==> config.mk <==
export PLATFORM = sky130hd
export DESIGN_NAME = gf233_unit
export DESIGN_NICKNAME = d
export VERILOG_FILES = /design/src/rtl/gf233_pkg.sv /design/src/rtl/gf233_squarer.sv /design/src/rtl/gf233_digit_mul.sv /design/src/rtl/gf233_step_counter.sv /design/src/rtl/gf233_ctrl_fsm.sv /design/src/rtl/gf233_datapath.sv /design/src/rtl/gf233_unit.sv
export VERILOG_INCLUDE_DIRS = /design/src /design/src/include
export SDC_FILE = /design/constraint.sdc
export NUM_CORES = 2
export LEC_CHECK = 0
export BUFFER_PORTS_ARGS = -buffer_cell sky130_fd_sc_hd__buf_2
export CAP_MARGIN = 20
export CORE_UTILIZATION = 25
export CTS_CLUSTER_SIZE = 20
export DETAILED_ROUTE_END_ITERATION = 6
export SETUP_SLACK_MARGIN = 0.5
export SLEW_MARGIN = 5
export SYNTH_ARGS = -nofsm -noshare
export SYNTH_HDL_FRONTEND = slang
export SYNTH_SLANG_ARGS = --single-unit
==> constraint.sdc <==
create_clock -name clk -period 39.9 [get_ports clk]
set_input_delay 1.995 -clock clk [delete_from_list [all_inputs] [get_ports clk]]
set_output_delay 1.995 -clock clk [all_outputs]
set_load 0.05 [all_outputs]
==> src/include/gf233_consts.svh <==
`ifndef GF233_CONSTS_SVH
`define GF233_CONSTS_SVH

// Field degree and middle tap of x^233 + x^74 + 1
`define GF_M 233
`define GF_TAP 74

// Multiplier bits consumed per cycle, 1, 4, 8 or 16
`define GF_DIGIT 8
`define GF_DIGITS ((`GF_M + `GF_DIGIT - 1) / `GF_DIGIT)

// Square-and-multiply rounds for a^(2^m - 2)
`define GF_INV_ROUNDS (`GF_M - 1)

`endif

==> src/rtl/gf233_pkg.sv <==
`default_nettype none

`include "gf233_consts.svh"

package gf233_pkg;

  // Bit i is the coefficient of x^i
  typedef logic [`GF_M-1:0] gf_elem_t;

  typedef enum logic [1:0] {
    op_sqr = 2'd0,
    op_mul = 2'd1,
    op_inv = 2'd2
  } gf_op_e;

  typedef struct packed {
    gf_op_e   op;
    gf_elem_t a;
    gf_elem_t b;  // Read by op_mul only
  } gf_req_t;

  typedef struct packed {
    gf_op_e   op;
    gf_elem_t result;
  } gf_rsp_t;

endpackage

`default_nettype wire

==> src/rtl/gf233_squarer.sv <==
`timescale 1ns/10ps
`default_nettype none

`include "gf233_consts.svh"

module gf233_squarer import gf233_pkg::*; (
  input  gf_elem_t a,
  output gf_elem_t d
);
  localparam int half = (`GF_M + 1) / 2;  // First coefficient that wraps past x^232
  localparam int tap_half = `GF_TAP / 2;

  genvar i;

  // Even bits keep the low half of a, plus the terms that wrap around twice
  for (i = 0; i < half; i++) begin : g_even
    if (i < tap_half) begin : g_top
      assign d[2*i] = a[i] ^ a[`GF_M - tap_half + i];
    end else if (i < `GF_TAP) begin : g_mid
      assign d[2*i] = a[i] ^ a[`GF_M - `GF_TAP + i];
    end else begin : g_low
      assign d[2*i] = a[i];
    end
  end

  // Odd bits come only from the upper half, folded once through x^74 + 1
  for (i = 0; i < half - 1; i++) begin : g_odd
    if (i < tap_half) begin : g_plain
      assign d[2*i+1] = a[half + i];
    end else begin : g_fold
      assign d[2*i+1] = a[half + i] ^ a[half - tap_half + i];
    end
  end

endmodule

`default_nettype wire

==> src/rtl/gf233_digit_mul.sv <==
`timescale 1ns/10ps
`default_nettype none

`include "gf233_consts.svh"

module gf233_digit_mul import gf233_pkg::*; (
  input  logic     clk,
  input  logic     rst_n,
  input  logic     start,
  input  logic     step,
  input  gf_elem_t x,
  input  gf_elem_t y,
  output gf_elem_t product
);
  localparam int pad_w = `GF_DIGITS * `GF_DIGIT;
  localparam int wide_w = `GF_M + `GF_DIGIT;

  logic [pad_w-1:0]     x_sr;
  logic [`GF_DIGIT-1:0] digit;
  logic [wide_w-1:0]    wide;
  gf_elem_t             fold;
  gf_elem_t             acc;
  gf_elem_t             acc_next;

  // The zero padding sits above x, so the first digit carries x^232 and up
  assign digit = x_sr[pad_w-1 -: `GF_DIGIT];

  always_comb begin
    wide = {acc, {`GF_DIGIT{1'b0}}};  // Horner step, acc times x^D
    for (int k = 0; k < `GF_DIGIT; k++) begin
      if (digit[k]) begin
        wide = wide ^ ({{`GF_DIGIT{1'b0}}, y} << k);
      end
    end

    // Overflow past x^232 maps to x^k + x^(74+k), which stays below the degree
    fold = {{(`GF_M - `GF_DIGIT){1'b0}}, wide[wide_w-1 -: `GF_DIGIT]};
    acc_next = wide[`GF_M-1:0] ^ fold ^ (fold << `GF_TAP);
  end

  always_ff @(posedge clk) begin
    if (!rst_n) begin
      acc <= '0;
    end else if (start) begin
      acc <= '0;
    end else if (step) begin
      acc <= acc_next;
    end
  end

  always_ff @(posedge clk) begin
    if (start) begin
      x_sr <= {{(pad_w - `GF_M){1'b0}}, x};
    end else if (step) begin
      x_sr <= x_sr << `GF_DIGIT;  // Next digit moves to the top
    end
  end

  assign product = acc;

endmodule

`default_nettype wire

==> src/rtl/gf233_step_counter.sv <==
`timescale 1ns/10ps
`default_nettype none

`include "gf233_consts.svh"

module gf233_step_counter (
  input  logic clk,
  input  logic rst_n,
  input  logic load_digits,
  input  logic step_digit,
  input  logic load_rounds,
  input  logic step_round,
  output logic digit_last,
  output logic round_last
);
  localparam int digit_w = $clog2(`GF_DIGITS);
  localparam int round_w = $clog2(`GF_INV_ROUNDS);

  logic [digit_w-1:0] digit_cnt;
  logic [round_w-1:0] round_cnt;

  always_ff @(posedge clk) begin
    if (!rst_n) begin
      digit_cnt <= '0;
      round_cnt <= '0;
    end else begin
      if (load_digits) digit_cnt <= digit_w'(`GF_DIGITS - 1);
      else if (step_digit) digit_cnt <= digit_cnt - 1'b1;

      if (load_rounds) round_cnt <= round_w'(`GF_INV_ROUNDS - 1);
      else if (step_round) round_cnt <= round_cnt - 1'b1;
    end
  end

  assign digit_last = (digit_cnt == '0);
  assign round_last = (round_cnt == '0);

endmodule

`default_nettype wire

==> src/rtl/gf233_ctrl_fsm.sv <==
`timescale 1ns/10ps
`default_nettype none

module gf233_ctrl_fsm import gf233_pkg::*; (
  input  logic   clk,
  input  logic   rst_n,
  input  logic   start,
  input  gf_op_e op,
  input  logic   digit_last,
  input  logic   round_last,
  output logic   load_op,
  output logic   sqr_step,
  output logic   mul_start,
  output logic   step_digit,
  output logic   load_digits,
  output logic   load_rounds,
  output logic   step_round,
  output logic   mul_to_r,
  output logic   busy,
  output logic   done
);
  typedef enum logic [2:0] {
    st_idle,
    st_square,
    st_mul_run,
    st_write_r,
    st_inv_sqr
  } state_e;

  state_e state_q;
  state_e state_d;
  gf_op_e op_q;

  always_comb begin
    state_d = state_q;
    load_op = 1'b0;
    sqr_step = 1'b0;
    mul_start = 1'b0;
    step_digit = 1'b0;
    load_digits = 1'b0;
    load_rounds = 1'b0;
    step_round = 1'b0;
    mul_to_r = 1'b0;

    case (state_q)
      st_idle: begin
        if (start) begin
          case (op)
            op_sqr: begin
              load_op = 1'b1;
              state_d = st_square;
            end
            op_mul: begin
              load_op = 1'b1;
              mul_start = 1'b1;  // Takes a straight from the request
              load_digits = 1'b1;
              state_d = st_mul_run;
            end
            op_inv: begin
              load_op = 1'b1;
              load_rounds = 1'b1;
              state_d = st_inv_sqr;
            end
            default: state_d = st_idle;
          endcase
        end
      end
      st_square: begin
        sqr_step = 1'b1;
        state_d = st_idle;
      end
      // One inversion round starts here: s squares while the multiplier grabs r
      st_inv_sqr: begin
        sqr_step = 1'b1;
        mul_start = 1'b1;
        load_digits = 1'b1;
        state_d = st_mul_run;
      end
      st_mul_run: begin
        step_digit = 1'b1;
        if (digit_last) state_d = st_write_r;
      end
      st_write_r: begin
        mul_to_r = 1'b1;
        if (op_q == op_inv && !round_last) begin
          step_round = 1'b1;
          state_d = st_inv_sqr;
        end else begin
          state_d = st_idle;
        end
      end
      default: state_d = st_idle;
    endcase
  end

  always_ff @(posedge clk) begin
    if (!rst_n) begin
      state_q <= st_idle;
      op_q <= op_sqr;
      busy <= 1'b0;
      done <= 1'b0;
    end else begin
      state_q <= state_d;
      busy <= (state_d != st_idle);
      done <= (state_q != st_idle) && (state_d == st_idle);  // Falls with busy
      if (load_op) op_q <= op;
    end
  end

endmodule

`default_nettype wire

==> src/rtl/gf233_datapath.sv <==
`timescale 1ns/10ps
`default_nettype none

module gf233_datapath import gf233_pkg::*; (
  input  logic     clk,
  input  logic     rst_n,
  input  gf_req_t  req,
  input  logic     load_op,
  input  logic     sqr_step,
  input  logic     mul_to_r,
  input  gf_elem_t product,
  output gf_elem_t mul_x,
  output gf_elem_t mul_y,
  output gf_rsp_t  rsp
);
  gf_elem_t s;
  gf_elem_t r;
  gf_elem_t b;
  gf_elem_t s_sq;
  gf_op_e   op_q;

  gf233_squarer sqr_i (
    .a (s),
    .d (s_sq)
  );

  always_ff @(posedge clk) begin
    if (load_op) begin
      s <= req.a;
      if (req.op == op_mul) b <= req.b;
    end else if (sqr_step && op_q != op_sqr) begin
      s <= s_sq;  // Next a^(2^i) of an inversion
    end
  end

  always_ff @(posedge clk) begin
    if (!rst_n) begin
      r <= '0;
      op_q <= op_sqr;
    end else if (load_op) begin
      op_q <= req.op;
      if (req.op == op_inv) r <= gf_elem_t'(1);
    end else if (sqr_step && op_q == op_sqr) begin
      r <= s_sq;
    end else if (mul_to_r) begin
      r <= product;
    end
  end

  // A multiply starts in the same cycle as the load, so x bypasses s then
  assign mul_x = load_op ? req.a : ((op_q == op_inv) ? r : s);
  assign mul_y = (op_q == op_inv) ? s : b;

  assign rsp = '{op: op_q, result: r};

endmodule

`default_nettype wire

==> src/rtl/gf233_unit.sv <==
`timescale 1ns/10ps
`default_nettype none

module gf233_unit import gf233_pkg::*; (
  input  logic    clk,
  input  logic    rst_n,
  input  logic    start,
  input  gf_req_t req,
  output logic    busy,
  output logic    done,
  output gf_rsp_t rsp
);
  logic     load_op;
  logic     sqr_step;
  logic     mul_start;
  logic     mul_to_r;
  logic     load_digits;
  logic     step_digit;
  logic     load_rounds;
  logic     step_round;
  logic     digit_last;
  logic     round_last;
  gf_elem_t mul_x;
  gf_elem_t mul_y;
  gf_elem_t product;

  gf233_ctrl_fsm fsm_i (
    .clk         (clk),
    .rst_n       (rst_n),
    .start       (start),
    .op          (req.op),
    .digit_last  (digit_last),
    .round_last  (round_last),
    .load_op     (load_op),
    .sqr_step    (sqr_step),
    .mul_start   (mul_start),
    .step_digit  (step_digit),
    .load_digits (load_digits),
    .load_rounds (load_rounds),
    .step_round  (step_round),
    .mul_to_r    (mul_to_r),
    .busy        (busy),
    .done        (done)
  );

  gf233_step_counter cnt_i (
    .clk         (clk),
    .rst_n       (rst_n),
    .load_digits (load_digits),
    .step_digit  (step_digit),
    .load_rounds (load_rounds),
    .step_round  (step_round),
    .digit_last  (digit_last),
    .round_last  (round_last)
  );

  gf233_datapath dp_i (
    .clk      (clk),
    .rst_n    (rst_n),
    .req      (req),
    .load_op  (load_op),
    .sqr_step (sqr_step),
    .mul_to_r (mul_to_r),
    .product  (product),
    .mul_x    (mul_x),
    .mul_y    (mul_y),
    .rsp      (rsp)
  );

  gf233_digit_mul mul_i (
    .clk     (clk),
    .rst_n   (rst_n),
    .start   (mul_start),
    .step    (step_digit),
    .x       (mul_x),
    .y       (mul_y),
    .product (product)
  );

endmodule

`default_nettype wire

* Word level (Yosys, flattened, before mapping)
Index checks and enable logic that the tools add are counted.
** Operators by class
- Add/subtract/negate cells :: 2
- Multiply operators :: 0
- Div/mod/pow operators :: 0
- $lt $le $gt $ge :: 0
- Eq/ne operators :: 8
- Shift-type cells :: 0
- Mux-type cells :: 42
- Bitwise gates (word level) :: 164
- Reductions and logical operators :: 24
** Operators with widths (number)
- 2-to-1 mux 233 bit :: 11
- 2-to-1 mux 241 bit :: 8
- XOR 241 x 233 -> 241 bit :: 1
- XOR 241 x 234 -> 241 bit :: 1
- XOR 241 x 235 -> 241 bit :: 1
- XOR 241 x 236 -> 241 bit :: 1
- XOR 241 x 237 -> 241 bit :: 1
- XOR 241 x 238 -> 241 bit :: 1
- XOR 241 x 239 -> 241 bit :: 1
- XOR 241 x 240 -> 241 bit :: 1
- XOR 233 x 8 -> 233 bit :: 1
- XOR 233 x 82 -> 233 bit :: 1
- XOR 1 bit :: 153
- 2-to-1 mux 8 bit :: 2
- 2-to-1 mux 1 bit :: 13
- case mux 3 bit (4 select lines) :: 1
- 2-to-1 mux 5 bit :: 2
- 2-to-1 mux 3 bit :: 3
- case mux 3 bit (3 select lines) :: 1
- nonzero test 3 bit :: 3
- zero test 8 bit :: 1
- nonzero test 2 bit :: 4
- subtractor 8 x 1 -> 8 bit (second input constant) :: 1
- == test 3 x 2 -> 1 bit (second input constant) :: 2
- 16 further kinds :: 25
** Storage, ports and cells
- Bits in registers :: 1192
- Bits in latches :: 0
- Memory bits (writable) :: 0
- Bits in read-only memories :: 0
- Input bits :: 471
- Output and inout bits :: 237
- Logic and storage cells :: 254
- Memories :: 0

* Logic depth before layout (Yosys ltp)
- Word-level depth :: 20
- Mapped depth :: 11

* By module
Synthesis repeated with hierarchy kept, for this count alone.
** Unflattened totals
- Cell total of the unflattened synthesis :: 9352
- Area total of the unflattened synthesis :: 83547.6 um^2
** Modules (own cells, without submodules)
- gf233_digit_mul :: instances 1, cells an instance 5219, area an instance 45052.0 um^2, seq. area each 11801.3 um^2
- gf233_datapath :: instances 1, cells an instance 3798, area an instance 35590.4 um^2, seq. area each 18697.9 um^2
- gf233_squarer :: instances 1, cells an instance 233, area an instance 1940.6 um^2, seq. area each 0.0 um^2
- gf233_step_counter :: instances 1, cells an instance 66, area an instance 623.1 um^2, seq. area each 260.2 um^2
- gf233_ctrl_fsm :: instances 1, cells an instance 36, area an instance 341.6 um^2, seq. area each 140.1 um^2

* Worst setup path after synthesis
OpenSTA, ideal clock, no wires.
- Path kind :: register to register
- From :: reg fsm_i.op_q[1] (netlist name)
- To :: reg dp_i.s[0] (enable)
- Setup time :: 1149 ps
- Data arrival time :: 17082 ps
- Required time :: 38751 ps
- Slack :: 21669 ps
- Cell stages (with the launch flop) :: 3
- Period minus slack after synthesis :: 18231 ps
- Cell sequence :: dfxtp_1 -> nor2_1 -> o21ai_0
** RTL lines
- end signal, assigned :: RTL line gf233_datapath.sv:29 : s <= req.a;
- end signal, assigned :: RTL line gf233_datapath.sv:32 : s <= s_sq;
- end, declared :: RTL line gf233_datapath.sv:16 : gf_elem_t s;

==> out/results.txt <==
Die Y = 561 µm
largest net degree at the start of global routing = 196
WL final = 411,000 µm
Yosys top cell by area = edfxtp_1
Final Hold Viols = 0
Vias/cell = 5.18
port bufs = 707
warnings from Yosys = 0
Hold Crit Depth = 2
synthesized area = 78,200 µm²
Switch Pwr = 2030 µW
synthesis-stage register bit count = 1,192
hold crit path type = reg -> reg
DR iter-0 viols = 11,000
Remaining Overflow, GRT = 0
FF-to-FF path depth = 12
Net Sw Frac = 40.6%
dpl hpwl = 305,000 µm
cell internal pwr = 2970 µW
Max-Cap Viols = 0
vias in the first global route = 62,900
Tot GR Track Use = 25.0%
Fill cells = 32,900
top cells by area, synth = edfxtp_1 (27%), xnor2_1 (15%), nand2_1 (14%)
initial antenna violation count = 154
Area growth syn-to-layout = 14.9%
placer congestion estimate = 1.03
Die Span X = 561 µm
ys async rst share = 0%
Clock transition at path regs = 0.06 ns
setup TNS = 0 ns
clock network fraction of total power = 26.6%
Worst-Margin Slew = 1.30 ns
vias = 70,900
Synth top area share = 26.8%
std cell rows = 204
arrival time at the worst endpoint = 6.39 ns
cell count after synthesis = 9,113
clk sinks = 1,192
fmax = 0.175 GHz
critical path class = reg -> reg
Logic pwr share = 39.3%
Critical Path, Cell by Cell = nand2b_4, buf_4, buf_4, buf_4, buf_4, mux2_4, nand2_1, xor2_1, xnor2_1, xnor2_1, xnor2_1, o21ai_1
Core ar. = 310,000 µm²
Rel. slew slack = 13.0%
die area = 315,000 µm²
Root Buffer = clkbuf_16
largest buffer count on any clock path = 4
DR DRC count = 0
CP Data Required Time = 40.57 ns
period utilization = 14.3%
slowest CP cell = buf_4
EDFF count, synth = 699
total power = 5000 µW
CP Capture Type = register
Slew Viols, Final = 0
status = complete, no violations
cts bufs inserted = 142
sequential share of the synthesized area = 39.5%
CTS tree = built
Initial Util = 25.2%
number of H-tree levels = 4
RSZ-0062 raised after global routing = no
Layout Nets = 9,894
CP Launch Type = register
IO Pins = 708
Max FO, Critical Path = 50
largest stage delay on the critical path = 0.84 ns
Yosys cell types = 47
syn avg cell area = 8.58 µm²
syn_nets = 9,587
maximum vdd drop = 0.0424 mV
Seq pwr share = 34.1%
layout cells sized above 1 = 13.5%
first-pass GRT wire length = 549,000 µm
CTS Hold Bufs = 0
Power Density = 55.7 nW/µm²
Wirelength per Cell = 30.0 µm
Lkg Pwr = 0.0313 µW
Final setup viols = 0
Top FF cell, synth = edfxtp_1
DR pass1 iterations = 6
PostCTS Resize Cnt = 0
clock insertion delay at the later pin of the skew report = 0.86 ns
fin crit period = 5.72 ns
Post-CTS Setup Repair Bufs = 0
post-route ant nets = 0
Most common cell on crit path = buf_4
Final Skew = 0.0672 ns
path summary, 6_finish.rpt:
check                             startpoint                         endpoint  slack, ns
min reg2reg  mul_i.product[107]$_SDFFE_PP0P_  mul_i.product[107]$_SDFFE_PP0P_       0.48
min          mul_i.product[107]$_SDFFE_PP0P_  mul_i.product[107]$_SDFFE_PP0P_       0.48
max               fsm_i.op_q[0]$_SDFFE_PN0P_  mul_i.product[137]$_SDFFE_PP0P_      34.18
max reg2reg       fsm_i.op_q[0]$_SDFFE_PN0P_  mul_i.product[137]$_SDFFE_PP0P_      34.18
Yosys cell counts (all sizes together), types with 4 or more instances:
cell type	number
nor2	321
dfxtp	493
a21oi	555
edfxtp	699
and2	4
a211oi	5
mux2	233
a311oi	153
xnor2	1343
mux2i	80
a21boi	12
nand2	2910
xnor3	5
a2111oi	152
nor2b	236
inv	5
clkbuf	500
nor3	83
a21o	150
xor2	684
buf	159
o21ai	310
area by class of cell:
class	count	area (µm²)	share of cell area, %
antenna	40	100	0.111
clock buffer	190	3930	4.37
clock inverter	60	551	0.613
inverter	5	18.8	0.0209
multi-input combinational	7257	44700	49.7
sequential	1192	30900	34.4
tap	4120	5150	5.74
timing repair buffer	822	4580	5.09
worst max-delay path: cells and delay by family (launching register included):
family,cells,cell delay (ns)
xor+xnor,4,0.87
simple gates,2,0.58
mux,1,0.41
flops,1,0.50
compound gates,1,0.10
buf+inv,4,2.99
sequential cells by signal, indices dropped and copies added (netlist names):
signal / count
dp_i.r: 233
dp_i.s: 233
mul_i.x_sr: 240
fsm_i.done: 1
cnt_i.digit_cnt: 5
fsm_i.state_q: 3
fsm_i.busy: 1
cnt_i.round_cnt: 8
mul_i.product: 233
fsm_i.op_q: 2
dp_i.b: 233
power groups by stage:
stage          Sequential [µW]  Combinational, µW  Clock (µW)
3_3_place_gp              1710               1900           0
5_1_grt                   1690               2080        1380
4_1_cts                   1690               1920        1340
3_5_place_dp              1710               1900           0
6_report                  1700               1970        1330
2_1_floorplan             1590               1420           0
cell families (layout without fill, tap and decap cells):
kind of cell,count (synthesis),count (layout),share of synthesized area (%)
AOI/OAI and AO/OA,1342,1342,10.6
DFF,1192,1192,39.5
adders and majority gates,3,3,0.0480
muxes,313,313,5.33
xor gates and xnor gates,2032,2032,22.9
and+or+nand+nor,3567,3567,18.1
buffers and inverters,664,1077,3.56
other,0,40,0
metrics by stage:
step                      hold slack [ns]  cell area, µm²  instances  util, %  worst slack, ns
after floorplan                     0.450           78200       9113        -            21.67
after global placement              0.468           85300      13400     27.5            33.69
after detailed placement            0.468           85300      13400     27.5            33.64
after CTS                           0.477           89700      13600     28.9            34.31
after global routing                0.494           89800      13700     29.0            34.07
final                               0.478           89900      13700     29.0            34.18
placed cells by master, fill, tap and decap left out, drive strengths merged, types with 236 or more instances in the layout:
| cell | count |
|---|---|
| a21oi | 555 |
| buf | 822 |
| dfxtp | 493 |
| edfxtp | 699 |
| nand2 | 2910 |
| nor2 | 321 |
| nor2b | 236 |
| o21ai | 310 |
| xnor2 | 1343 |
| xor2 | 684 |
routing by layer:
| metal | vias to the layer above | part of all wire [%] | wire length (µm) | GRT usage, % |
|---|---|---|---|---|
| met5 | - | 0.17 | 704 | 0 |
| met4 | 110 | 10 | 41900 | 21.1 |
| met3 | 998 | 14 | 56900 | 9.61 |
| met2 | 4876 | 37 | 154000 | 32.5 |
| met1 | 34200 | 38 | 158000 | 32.1 |
| li1 | 30700 | - | - | - |
No activity file was read; power rests on OpenSTA's default activity.
